**config.mk**
```make
export PLATFORM = sky130hd
export DESIGN_NAME = mvu_sequencer
export DESIGN_NICKNAME = d
export VERILOG_FILES = /design/src/verilog/mvu_pkg.sv /design/src/verilog/mvu_beat_counter.sv /design/src/verilog/mvu_sequencer.sv
export SDC_FILE = /design/constraint.sdc
export NUM_CORES = 1
export LEC_CHECK = 0
export BUFFER_PORTS_ARGS = -buffer_cell sky130_fd_sc_hd__buf_2
export CORE_MARGIN = 1.5
export CORE_UTILIZATION = 40
export CTS_CLUSTER_SIZE = 24
export DETAILED_ROUTE_END_ITERATION = 10
export PLACE_DENSITY = 0.73
export SETUP_SLACK_MARGIN = 0.02
export SKIP_LAST_GASP = 1
export SYNTH_ARGS = -nofsm -noshare
export SYNTH_HDL_FRONTEND = slang
export SYNTH_SLANG_ARGS = --single-unit
```
**constraint.sdc**
```tcl
create_clock -name clk_i -period 3.4 [get_ports clk_i]
set_clock_uncertainty 0.05 [all_clocks]
set_input_delay 0.68 -clock clk_i [delete_from_list [all_inputs] [get_ports clk_i]]
set_output_delay 0.68 -clock clk_i [all_outputs]
set_load 0.1 [all_outputs]
```
**src/verilog/mvu_pkg.sv**
```systemverilog
//////////////////////////////////////////////////////////////////////
// Shared sizes, instruction fields and command types of the
// vector coprocessor, with the operand field union
//////////////////////////////////////////////////////////////////////
`default_nettype none

package mvu_pkg;

  //////////////////////////////////////////////////////////////////////
  // Sizes

  localparam int unsigned NR_LANES       = 4;
  localparam int unsigned ELEN           = 32;
  localparam int unsigned VLMAX          = 16;
  localparam int unsigned ELEMS_PER_LANE = VLMAX / NR_LANES;
  localparam int unsigned NR_VREGS       = 8;
  // Must hold every length from 0 up to VLMAX
  localparam int unsigned VL_W           = $clog2(VLMAX + 1);
  localparam int unsigned BEAT_W         = $clog2(ELEMS_PER_LANE);
  localparam int unsigned REG_W          = 3;

  typedef logic [ELEN-1:0]   elen_t;
  typedef logic [VL_W-1:0]   vl_t;
  typedef logic [BEAT_W-1:0] beat_t;
  typedef logic [REG_W-1:0]  vreg_t;

  //////////////////////////////////////////////////////////////////////
  // Instruction encoding

  typedef enum logic [3:0] {
    OP_ADD   = 4'd0,
    OP_SUB   = 4'd1,
    OP_AND   = 4'd2,
    OP_OR    = 4'd3,
    OP_XOR   = 4'd4,
    OP_MV    = 4'd5,
    OP_SETVL = 4'd6,
    OP_EXT   = 4'd7
  } op_e;

  typedef enum logic [1:0] {
    SRC_VV = 2'd0,
    SRC_VX = 2'd1,
    SRC_VI = 2'd2
  } src_e;

  // Second operand field, a register index for VV and an immediate for VI
  typedef union packed {
    struct packed {
      logic [1:0] pad;
      vreg_t      vs1;
    } vr;
    logic signed [4:0] imm;
  } vopnd_u;

  typedef struct packed {
    op_e    op;
    src_e   src;
    logic   vm;    // 1 means unmasked
    vreg_t  vd;
    vreg_t  vs2;
    vopnd_u opnd;
  } insn_t;

  //////////////////////////////////////////////////////////////////////
  // Internal commands

  typedef struct packed {
    op_e    op;
    src_e   src;
    logic   vm;
    vreg_t  vd;
    vreg_t  vs2;
    vopnd_u opnd;
    elen_t  scalar;
    vl_t    vl;
    vl_t    nr_beats;
  } seq_cmd_t;

  typedef struct packed {
    logic   valid;
    op_e    op;
    src_e   src;
    logic   vm;
    vreg_t  vd;
    vreg_t  vs2;
    vopnd_u opnd;
    elen_t  scalar;
    vl_t    vl;
    beat_t  beat;
  } lane_cmd_t;

endpackage

`default_nettype wire

```
**src/verilog/mvu_beat_counter.sv**
```systemverilog
//////////////////////////////////////////////////////////////////////
// Element beat counter with a last-beat flag
//////////////////////////////////////////////////////////////////////
`timescale 1ns/1ps
`default_nettype none

module mvu_beat_counter (
  input  wire                  clk_i,
  input  wire                  rst_n_i,
  input  wire                  start_i,
  input  wire                  step_i,
  input  wire mvu_pkg::vl_t    nr_beats_i,
  output mvu_pkg::beat_t       beat_o,
  output logic                 last_o
);

  mvu_pkg::beat_t beat_q;
  mvu_pkg::vl_t   target_q;

  always_ff @(posedge clk_i or negedge rst_n_i) begin
    if (!rst_n_i) begin
      beat_q   <= '0;
      target_q <= '0;
    end else if (start_i) begin
      beat_q   <= '0;
      target_q <= nr_beats_i;
    end else if (step_i) begin
      beat_q <= beat_q + 1'b1;
    end
  end

  assign beat_o = beat_q;
  // Never true for a zero target
  assign last_o = mvu_pkg::vl_t'(beat_q) == target_q - 1'b1;

  a_no_step_past_last : assert property (
    @(posedge clk_i) disable iff (!rst_n_i) (step_i && !start_i) |-> !last_o
  ) else $error("Beat counter stepped past the last beat");

endmodule

`default_nettype wire

```
**src/verilog/mvu_sequencer.sv**
```systemverilog
//////////////////////////////////////////////////////////////////////
// Sequencer FSM that expands one instruction into lane commands,
// one per element beat
//////////////////////////////////////////////////////////////////////
`timescale 1ns/1ps
`default_nettype none

module mvu_sequencer (
  input  wire                       clk_i,
  input  wire                       rst_n_i,
  input  wire mvu_pkg::seq_cmd_t    seq_cmd_i,
  input  wire                       seq_valid_i,
  output logic                      seq_done_o,
  output mvu_pkg::lane_cmd_t        lane_cmd_o
);

  typedef enum logic [1:0] {
    IDLE,
    ISSUE,
    DRAIN,
    FINISH
  } state_e;

  state_e            state_q;
  state_e            state_d;
  mvu_pkg::seq_cmd_t cmd_q;
  logic              start;
  logic              step;
  mvu_pkg::beat_t    beat;
  logic              last;

  mvu_beat_counter i_beat_counter (
    .clk_i      (clk_i             ),
    .rst_n_i    (rst_n_i           ),
    .start_i    (start             ),
    .step_i     (step              ),
    .nr_beats_i (seq_cmd_i.nr_beats),
    .beat_o     (beat              ),
    .last_o     (last              )
  );

  //////////////////////////////////////////////////////////////////////
  // FSM

  always_comb begin
    state_d = state_q;
    start   = 1'b0;
    step    = 1'b0;
    unique case (state_q)
      IDLE: begin
        if (seq_valid_i) begin
          start   = 1'b1;
          state_d = (seq_cmd_i.nr_beats == '0) ? FINISH : ISSUE;
        end
      end
      ISSUE: begin
        step = !last;
        if (last) begin
          state_d = DRAIN;
        end
      end
      // Last writeback retires at the end of this cycle
      DRAIN:   state_d = IDLE;
      FINISH:  state_d = IDLE;
      default: state_d = IDLE;
    endcase
  end

  always_ff @(posedge clk_i or negedge rst_n_i) begin
    if (!rst_n_i) begin
      state_q <= IDLE;
    end else begin
      state_q <= state_d;
    end
  end

  always_ff @(posedge clk_i) begin
    if (start) begin
      cmd_q <= seq_cmd_i;
    end
  end

  //////////////////////////////////////////////////////////////////////
  // Outputs

  assign seq_done_o = (state_q == DRAIN) || (state_q == FINISH);

  always_comb begin
    lane_cmd_o.valid  = state_q == ISSUE;
    lane_cmd_o.op     = cmd_q.op;
    lane_cmd_o.src    = cmd_q.src;
    lane_cmd_o.vm     = cmd_q.vm;
    lane_cmd_o.vd     = cmd_q.vd;
    lane_cmd_o.vs2    = cmd_q.vs2;
    lane_cmd_o.opnd   = cmd_q.opnd;
    lane_cmd_o.scalar = cmd_q.scalar;
    lane_cmd_o.vl     = cmd_q.vl;
    lane_cmd_o.beat   = beat;
  end

  // Every issued beat lies within the latched beat count
  a_beat_in_range : assert property (
    @(posedge clk_i) disable iff (!rst_n_i)
      lane_cmd_o.valid |-> mvu_pkg::vl_t'(beat) < cmd_q.nr_beats
  ) else $error("Lane command beat outside the beat count of the instruction");

  a_recv_only_idle : assert property (
    @(posedge clk_i) disable iff (!rst_n_i) seq_valid_i |-> (state_q == IDLE)
  ) else $error("Dispatcher sent a command while the sequencer was busy");

endmodule

`default_nettype wire

```
==> impl_metrics.toml <==
[job]
max_cap_violations = 0

[placed_design]
gp_congestion = 0.7361
post-dp-hpwl_um = 3017
port_buffers = 121

[cells_and_area]
area_growth_pct = 40.15
layout-drive-gt1-share_pct = 60.17
diodes = 0
final_common_cell = "buf_2"
fin_nets = 296
utilization_pct = 58.20
fill_cells = 439
multi_input_area_um2 = 242.7
final_cell_mix = "121 x buf_2, 55 x edfxtp_1, 9 x clkbuf_8, 9 x dfrtp_1, 4 x o21ai_0"
seq_area_um2 = 1877

[logic_synthesis]
synth_nets = 163
synth_cells = 99
yosysTopAreaCell = "edfxtp_1"
yosys.area.top_type_share_pct = 77.37
synth_area_leaders = "edfxtp_1 77%, dfrtp_1 11%, mux2_2 1.6%"
seq_area_frac_synth_pct = 87.92
yosysWarnings = 0
ys_types = 23
ys_ff_latch = 64
syn_area_um2 = 2135
avgSynthCellArea_um2 = 21.56

[clock_network]
cts_resized = 0
tritoncts = "built"
cts_setup_buffers = 0
cts_inserted_buffers = 9
cts_hold_buf = 0
htreeDepth = 3
clkLatencyLatePin_ns = 0.32
cts.clk_slew.worst_paths_ns = 0.07
cts.sinks = 64
clockBufferDepth = 2
root_buffer = "clkbuf_8"

[worst_setup_path]
rrSetupSlack_ns = 1.71
crit_fanout = 5
ff2ff_path_depth = 6
path_cells = "nand2b_4 > inv_1 > buf_2"
max_stage_delay_ns = 0.44
cp-start-kind = "register"
crit_slowest_cell = "dfrtp_1"
crit_required_ns = 2.67
crit_type = "reg -> out"
crit_family = "buffers and inverters"
crit_buf_inv = 2
r2r-end = "state_q[0]"
reg2reg_from = "i_beat_counter.target_q[0]"
cp-end-kind = "output pin"
cp_data_arrival_time_ns = 1.47
cp-startpoint = "state_q[1]"

[sta]
fin_crit_sh_pct = 64.61
drv_slew = 0
rsz0062_at_grt = "no"
fin_crit_ns = 2.197
hold_viol = 0
fmax_mhz = 455.2
slew_headroom_pct = 66.88
worstMarginPinSlew_ns = 0.5003
setup_viol_count_final = 0
tns_ns = 0

[power_and_ir_drop]
power_uw = 2891
p_leak_uw = 0.001275
vdd_ir_drop_max_uv = 866.6
powerDensity_nw_per_um2 = 966.5

[global_routing]
grt_max_degree = 37
grt.total_usage_pct = 14.60
grt_overflow = 0
grt_pass1_vias = 1283
antenna_found_initial = 0
grt_pass1_wl_um = 6258

[route]
via_count = 1370
drc = 0
ant_nets = 0
dr.pass1.iters = 4
first_iter_violations = 50
wl_per_cell_um = 13.30
routed_wl_um = 4070
viasPerCell = 4.477

[die]
core_area_um2 = 5140
die_area_um2 = 5784
die-height_um = 76.05
rows = 26
die_w_um = 76.05
io-pin-count = 122
start_util_pct = 41.53

[run_status]
run_status = "completed"

[min_path]
hp-class = "in -> async"
-- power by group --
| part | internal (uW) | switching [uW] | total, uW |
|---|---|---|---|
| Combinational | 218 | 1050 | 1270 |
| Sequential | 1040 | 77.7 | 1120 |
| Clock | 253 | 253 | 505 |
-- kinds of logic after synthesis --
| logic type | after synthesis | synth area share, % |
|---|---|---|
| and+or+nand+nor | 15 | 5.099 |
| AOI/OAI and AO/OA | 7 | 1.993 |
| adders and majority gates | 1 | 0.5861 |
| DFF | 64 | 87.92 |
| buffers and inverters | 4 | 0.7032 |
| muxes | 4 | 2.051 |
| xor gates and xnor gates | 4 | 1.642 |
-- worst max-delay path by stage --
stage | depth (start not counted) | slack [ns] | end
3_3_place_gp | 4 | 1.49 | i_beat_counter.target_q[2]
3_5_place_dp | 4 | 1.45 | i_beat_counter.target_q[2]
5_1_grt | 3 | 1.12 | lane_cmd_o[57]
2_1_floorplan | 2 | 0.50 | i_beat_counter.target_q[2]
6_report | 3 | 1.20 | lane_cmd_o[57]
4_1_cts | 3 | 1.18 | lane_cmd_o[57]
-- synthesized netlist by cell type --
library cell / n
a211o_1: 1
a21o_1: 1
a31oi_1: 1
clkbuf_1: 1
dfrtp_1: 9
edfxtp_1: 55
ha_1: 1
inv_1: 3
mux2_2: 3
mux2i_1: 1
nand2_1: 3
nand2b_1: 1
nand2b_4: 1
nand3_1: 3
nand4_1: 1
nor2_1: 1
nor3_1: 1
nor3_2: 2
nor3b_4: 1
nor4b_1: 1
o21ai_0: 4
xnor2_1: 2
xor2_1: 2
-- through the flow --
stage	instances	setup slack [ns]	hold slack, ns	instance area (um^2)
CTS	306	1.176	0.1460	2992
global placement	291	1.489	0.4697	2839
floorplan	99	0.5000	0.3344	2135
global route	306	1.117	0.1546	2992
detailed placement	291	1.454	0.4690	2839
finish	306	1.203	0.1571	2992
-- final cells by class --
type                            instances  share of cell area, %
Sequential cell                        64                  62.74
Timing Repair Buffer                  123                  20.74
Multi-Input combinational cell         31                  8.114
Clock buffer                           10                  4.266
Tap cell                               70                  2.928
Clock inverter                          5                 0.8365
Inverter                                3                 0.3764
-- per-layer routing --
layer,part of all wire (%),vias to the layer above,GRT usage [%]
met1,40,631,17.20
met4,1.3,0,6.296
met5,0,-,0
li1,-,646,-
met3,9.0,7,5.269
met2,50,86,24.23
-- state kept, by name, summed over array words and instances, names as in the netlist --
register	cells
i_beat_counter.beat_o	2
i_beat_counter.target_q	5
lane_cmd_o	55
state_q	2
(Power assumes the default switching activity.)
