`src/verilog/mvu_pkg.sv`:
```
//////////////////////////////////////////////////////////////////////
// Shared sizes, instruction fields and command types of the
// vector coprocessor, with the operand field union
//////////////////////////////////////////////////////////////////////
`default_nettype none

package mvu_pkg;

  //////////////////////////////////////////////////////////////////////
  // Sizes

  localparam int unsigned NR_LANES       = 4;
  localparam int unsigned ELEN           = 32;
  localparam int unsigned VLMAX          = 16;
  localparam int unsigned ELEMS_PER_LANE = VLMAX / NR_LANES;
  localparam int unsigned NR_VREGS       = 8;
  // Must hold every length from 0 up to VLMAX
  localparam int unsigned VL_W           = $clog2(VLMAX + 1);
  localparam int unsigned BEAT_W         = $clog2(ELEMS_PER_LANE);
  localparam int unsigned REG_W          = 3;

  typedef logic [ELEN-1:0]   elen_t;
  typedef logic [VL_W-1:0]   vl_t;
  typedef logic [BEAT_W-1:0] beat_t;
  typedef logic [REG_W-1:0]  vreg_t;

  //////////////////////////////////////////////////////////////////////
  // Instruction encoding

  typedef enum logic [3:0] {
    OP_ADD   = 4'd0,
    OP_SUB   = 4'd1,
    OP_AND   = 4'd2,
    OP_OR    = 4'd3,
    OP_XOR   = 4'd4,
    OP_MV    = 4'd5,
    OP_SETVL = 4'd6,
    OP_EXT   = 4'd7
  } op_e;

  typedef enum logic [1:0] {
    SRC_VV = 2'd0,
    SRC_VX = 2'd1,
    SRC_VI = 2'd2
  } src_e;

  // Second operand field, a register index for VV and an immediate for VI
  typedef union packed {
    struct packed {
      logic [1:0] pad;
      vreg_t      vs1;
    } vr;
    logic signed [4:0] imm;
  } vopnd_u;

  typedef struct packed {
    op_e    op;
    src_e   src;
    logic   vm;    // 1 means unmasked
    vreg_t  vd;
    vreg_t  vs2;
    vopnd_u opnd;
  } insn_t;

  //////////////////////////////////////////////////////////////////////
  // Internal commands

  typedef struct packed {
    op_e    op;
    src_e   src;
    logic   vm;
    vreg_t  vd;
    vreg_t  vs2;
    vopnd_u opnd;
    elen_t  scalar;
    vl_t    vl;
    vl_t    nr_beats;
  } seq_cmd_t;

  typedef struct packed {
    logic   valid;
    op_e    op;
    src_e   src;
    logic   vm;
    vreg_t  vd;
    vreg_t  vs2;
    vopnd_u opnd;
    elen_t  scalar;
    vl_t    vl;
    beat_t  beat;
  } lane_cmd_t;

endpackage

`default_nettype wire

```
`src/verilog/mvu_dispatcher.sv`:
```
//////////////////////////////////////////////////////////////////////
// Instruction decode, vector length register, busy level and
// scalar results towards the core
//////////////////////////////////////////////////////////////////////
`timescale 1ns/1ps
`default_nettype none

module mvu_dispatcher (
  input  wire                                      clk_i,
  input  wire                                      rst_n_i,
  input  wire                                      insn_valid_i,
  input  wire mvu_pkg::insn_t                      insn_i,
  input  wire mvu_pkg::elen_t                      scalar_i,
  output logic                                     busy_o,
  output logic                                     done_o,
  output mvu_pkg::elen_t                           result_o,
  output logic                                     result_valid_o,
  // Sequencer side
  output mvu_pkg::seq_cmd_t                        seq_cmd_o,
  output logic                                     seq_valid_o,
  input  wire                                      seq_done_i,
  // Lane side
  input  wire mvu_pkg::elen_t [mvu_pkg::NR_LANES-1:0] ext_data_i
);

  mvu_pkg::vl_t                          vl_q;
  logic                                  busy_q;
  logic                                  setvl_done_q;
  logic                                  ext_pending_q;
  logic [$clog2(mvu_pkg::NR_LANES)-1:0]  ext_lane_q;

  logic                                  is_setvl;
  logic                                  is_ext;
  mvu_pkg::vl_t                          setvl_vl;
  logic [$clog2(mvu_pkg::VLMAX)-1:0]     ext_idx;
  mvu_pkg::vl_t                          nr_beats;

  //////////////////////////////////////////////////////////////////////
  // Decode

  assign is_setvl = insn_i.op == mvu_pkg::OP_SETVL;
  assign is_ext   = insn_i.op == mvu_pkg::OP_EXT;

  // Clamp the requested length to VLMAX
  assign setvl_vl = (scalar_i > mvu_pkg::elen_t'(mvu_pkg::VLMAX)) ?
                    mvu_pkg::vl_t'(mvu_pkg::VLMAX) : scalar_i[mvu_pkg::VL_W-1:0];

  // Element index of a scalar move wraps at VLMAX
  assign ext_idx = scalar_i[$clog2(mvu_pkg::VLMAX)-1:0];

  always_comb begin
    if (is_ext) begin
      // Walk up to the beat that holds element k
      nr_beats = mvu_pkg::vl_t'(ext_idx / mvu_pkg::NR_LANES) + mvu_pkg::vl_t'(1);
    end else begin
      nr_beats = mvu_pkg::vl_t'((vl_q + (mvu_pkg::NR_LANES - 1)) / mvu_pkg::NR_LANES);
    end
  end

  //////////////////////////////////////////////////////////////////////
  // State

  always_ff @(posedge clk_i or negedge rst_n_i) begin
    if (!rst_n_i) begin
      vl_q          <= mvu_pkg::vl_t'(mvu_pkg::VLMAX);
      busy_q        <= 1'b0;
      setvl_done_q  <= 1'b0;
      seq_valid_o   <= 1'b0;
      ext_pending_q <= 1'b0;
      ext_lane_q    <= '0;
    end else begin
      setvl_done_q <= insn_valid_i && is_setvl;
      seq_valid_o  <= insn_valid_i && !is_setvl;
      if (insn_valid_i && is_setvl) begin
        vl_q <= setvl_vl;
      end
      // A new instruction may arrive in the cycle of the previous done
      if (insn_valid_i && !is_setvl) begin
        busy_q        <= 1'b1;
        ext_pending_q <= is_ext;
        ext_lane_q    <= ext_idx[$clog2(mvu_pkg::NR_LANES)-1:0];
      end else if (seq_done_i) begin
        busy_q <= 1'b0;
      end
    end
  end

  always_ff @(posedge clk_i) begin
    if (insn_valid_i && !is_setvl) begin
      seq_cmd_o.op       <= insn_i.op;
      seq_cmd_o.src      <= insn_i.src;
      seq_cmd_o.vm       <= insn_i.vm;
      seq_cmd_o.vd       <= insn_i.vd;
      seq_cmd_o.vs2      <= insn_i.vs2;
      seq_cmd_o.opnd     <= insn_i.opnd;
      seq_cmd_o.scalar   <= scalar_i;
      seq_cmd_o.vl       <= vl_q;
      seq_cmd_o.nr_beats <= nr_beats;
    end
  end

  //////////////////////////////////////////////////////////////////////
  // Core outputs

  // Busy drops in the done cycle so the core can issue right away
  assign busy_o         = busy_q && !seq_done_i;
  assign done_o         = setvl_done_q || seq_done_i;
  assign result_valid_o = setvl_done_q || (seq_done_i && ext_pending_q);
  assign result_o       = setvl_done_q ? mvu_pkg::elen_t'(vl_q) : ext_data_i[ext_lane_q];

  a_no_insn_while_busy : assert property (
    @(posedge clk_i) disable iff (!rst_n_i) insn_valid_i |-> !busy_o
  ) else $error("Instruction strobe while the coprocessor is busy");

  a_done_needs_pending : assert property (
    @(posedge clk_i) disable iff (!rst_n_i) seq_done_i |-> busy_q
  ) else $error("Sequencer done without a pending instruction");

endmodule

`default_nettype wire

```
`config.mk`:
```
export PLATFORM = sky130hd
export DESIGN_NAME = mvu_dispatcher
export DESIGN_NICKNAME = d
export VERILOG_FILES = /design/src/verilog/mvu_pkg.sv /design/src/verilog/mvu_dispatcher.sv
export SDC_FILE = /design/constraint.sdc
export NUM_CORES = 1
export LEC_CHECK = 0
export BUFFER_PORTS_ARGS = -buffer_cell sky130_fd_sc_hd__buf_2
export CAP_MARGIN = 20
export CELL_PAD_IN_SITES_DETAIL_PLACEMENT = 1
export CELL_PAD_IN_SITES_GLOBAL_PLACEMENT = 1
export CORE_MARGIN = 2
export CORE_UTILIZATION = 31
export CTS_CLUSTER_DIAMETER = 200
export CTS_CLUSTER_SIZE = 16
export DETAILED_ROUTE_END_ITERATION = 10
export PLACE_DENSITY = 0.85
export SETUP_SLACK_MARGIN = 0.02
export SLEW_MARGIN = 20
export SYNTH_ARGS = -nofsm -noshare
export SYNTH_HDL_FRONTEND = slang
export SYNTH_SLANG_ARGS = --single-unit
```
`constraint.sdc`:
```
create_clock -name clk_i -period 4.9 [get_ports clk_i]
set_input_delay 0.98 -clock clk_i [delete_from_list [all_inputs] [get_ports clk_i]]
set_output_delay 0.98 -clock clk_i [all_outputs]
set_load 0.05 [all_outputs]
```
==> reports/results.ini <==
[clock_tree]
ctsHoldBuffers=0
cts-root-buf=clkbuf_8
post_cts.repair.setup_buffers=0
htree_levels=3
cts_tree=done
cts-resized-gates=0
numCtsBuffers=9
clk_latency_ns=0.34
cts_sinks=70
cts.clk_slew.worst_paths_ns=0.07
ctsLongestPathBuffers=2

[synth]
ys.flop_type=edfxtp_1
synth_cell_types=35
synth_area_leaders=edfxtp_1 (51%), mux4_2 (16%), dfrtp_1 (7.2%)
synth-xor-area-share_pct=0.507
netlist_instances=203
synth_compound_area_share_pct=2.60
synth-seq-cells=70
synth_area_per_cell_sq_um=17.0
yosys.area.top_type=edfxtp_1
postSynth.asyncResetShare_pct=15.7
synth_top_family_by_area=multiplexers
yosys_warnings=0
synth_fa_ha_area_share_pct=0.724
syn-num-nets=387
synthSimpleGateAreaFrac_pct=9.77
synth_edf_count=59
synth_mux_area_share_pct=24.0
synth_top_area_share_pct=51.2
synth.cell_area_sq_um=3460
yosysSeqAreaShare_pct=59.2

[sta]
fmax_ghz=0.288
relSlewSlack_pct=40.8
hold_ws_ns=0.500
post-route-period-util_pct=70.8
rsz0062_at_grt=false
fin_setup_tns_ns=0
max_slew.worst_pin.slew_ns=0.888
min_period_ns=3.47
setup_violations=0
hold_violations=0
fin_worst_skew_ns=0.00870
maxSlewViolCount=0

[global_route]
antenna_found_initial=1
gr-total-overflow=0
first_global_vias=3167
grt_start_max_net_pins=36
grt_pass1_wl_um=16500
grt_usage_pct=18.9

[pwr]
seqPwrFrac_pct=38.8
clkPwrFrac_pct=27.0
power_switching_mw=0.691
pwr-share-comb_pct=34.2
power_mw=1.89
p_int_mw=1.19
p_leak_nw=2.42
ir_drop_v=0.000151
power_density_nw_per_um2=364
swShare_pct=36.6

[finish]
drive_above_1_share_pct=68.7
antennaDiodeCount=0
finalNetCount=665
final_common_cell=buf_2
finalInstanceArea_sq_um=5170
final_cell_mix=buf_2 (276), edfxtp_1 (59), nor2b_1 (28), mux4_2 (24)
area_delta_synth_final_pct=49.6

[floorplanning]
rows=38
initial_utilization_pct=31.9
dieArea_sq_um=12000
die_w_um=110
io_pins=278
die_h_um=110
core_sq_um=10800

[placed_design]
dp_hpwl_um=9960
portBuffers=276
place_congestion=0.766
dpl-instance-area_sq_um=4960

[critical_path]
critical_path_class=flip-flop to primary output
crit_path_max_fanout=29
rrSetupSlack_ns=3.44
critPathLaunchType=flip-flop
worstPathArrival_ns=2.49
end_kind=primary output
required_ns=3.92

[worst_hold_path]
hp-class=input port to asynchronous set/reset pin

[detailed_routing]
via_per_inst=4.79
first_iter_violations=124
vias=2999
drtAntennaViolNets=0
wl_um=12000
drc=0
routedWlPerCell_um=19.1
dr.pass1.iters=4

[status]
status=finished clean

[run]
drv_cap=0

critical path: stages (launching register included):
cell and delay (ns):
dfrtp_2 0.94, mux4_1 0.65, mux2_2 0.31, buf_2 0.23
cell usage after synthesis (all sizes together), types with 2 or more instances:
| cell | number |
|---|---|
| dfrtp | 10 |
| a21oi | 2 |
| inv | 5 |
| a31o | 2 |
| nor2 | 6 |
| nor2b | 28 |
| a22o | 2 |
| and2 | 2 |
| nor3 | 4 |
| ha | 2 |
| nor4 | 6 |
| o21a | 2 |
| edfxtp | 59 |
| nand2 | 5 |
| or2 | 2 |
| o21ai | 3 |
| buf | 8 |
| mux4 | 32 |
| mux2 | 7 |
| clkbuf | 5 |
power by group through the flow:
stage	combinational (mW)	clock (mW)	sequential, mW
3_5_place_dp	0.649	0	0.746
5_1_grt	0.676	0.543	0.739
2_1_floorplan	0.330	0	0.880
6_report	0.646	0.509	0.731
4_1_cts	0.651	0.524	0.733
3_3_place_gp	0.636	0	0.742
logic make-up (layout without fill, tap and decap cells):
family / after synthesis / after routing
buffers and inverters: 18 / 301
AND/OR/NAND/NOR: 58 / 58
flip-flops: 70 / 70
multiplexers: 39 / 39
XOR/XNOR: 2 / 2
AO/OA/AOI/OAI: 13 / 13
other: 1 / 1
adder cells (fa/ha/maj): 2 / 2
per-stage QoR:
stage	setup slack, ns	cells	utilization [%]
floorplan	1.90	203	-
global placement	1.82	610	45.7
detailed placement	1.76	610	45.7
CTS	1.37	626	47.7
global route	1.24	626	47.7
finish	1.43	626	47.7
cell type report:
type / instances / area, sq um
clock inverter: 6 / 87.6
inverter: 5 / 18.8
tap: 140 / 175
sequential: 70 / 2050
timing repair buffer: 280 / 1410
fill: 1221 / 5670
clock buffer: 10 / 128
multi-input combinational: 115 / 1300
layer usage:
layer  GRT usage [%]  up-vias  share of wire, %
met5               0        -              0.11
met4            5.97        2               1.7
met3            5.93       20               7.6
met2            33.1      137                54
met1            22.0     1471                37
li1                -     1369                 -
sequential cells by signal, indices dropped and copies added (netlist names):
signal,flops
vl_q,5
busy_q,1
setvl_done_q,1
ext_lane_q,2
seq_cmd_o,59
ext_pending_q,1
seq_valid_o,1
final timing paths:
check | from | endpoint | cells after the start
max | ext_lane_q[0]$_DFFE_PN0P_ | result_o[1] | 3
min | rst_n_i | busy_q$_DFFE_PN0P_ | 1
max reg2reg | ext_lane_q[0]$_DFFE_PN0P_ | ext_lane_q[0]$_DFFE_PN0P_ | 2
min reg2reg | ext_pending_q$_DFFE_PN0P_ | ext_pending_q$_DFFE_PN0P_ | 2
max in group asynchronous | rst_n_i | vl_q[4]$_DFFE_PN1P_ | 1
min in group clk_i | ext_pending_q$_DFFE_PN0P_ | ext_pending_q$_DFFE_PN0P_ | 2
Power figures use the tool's default switching activity.
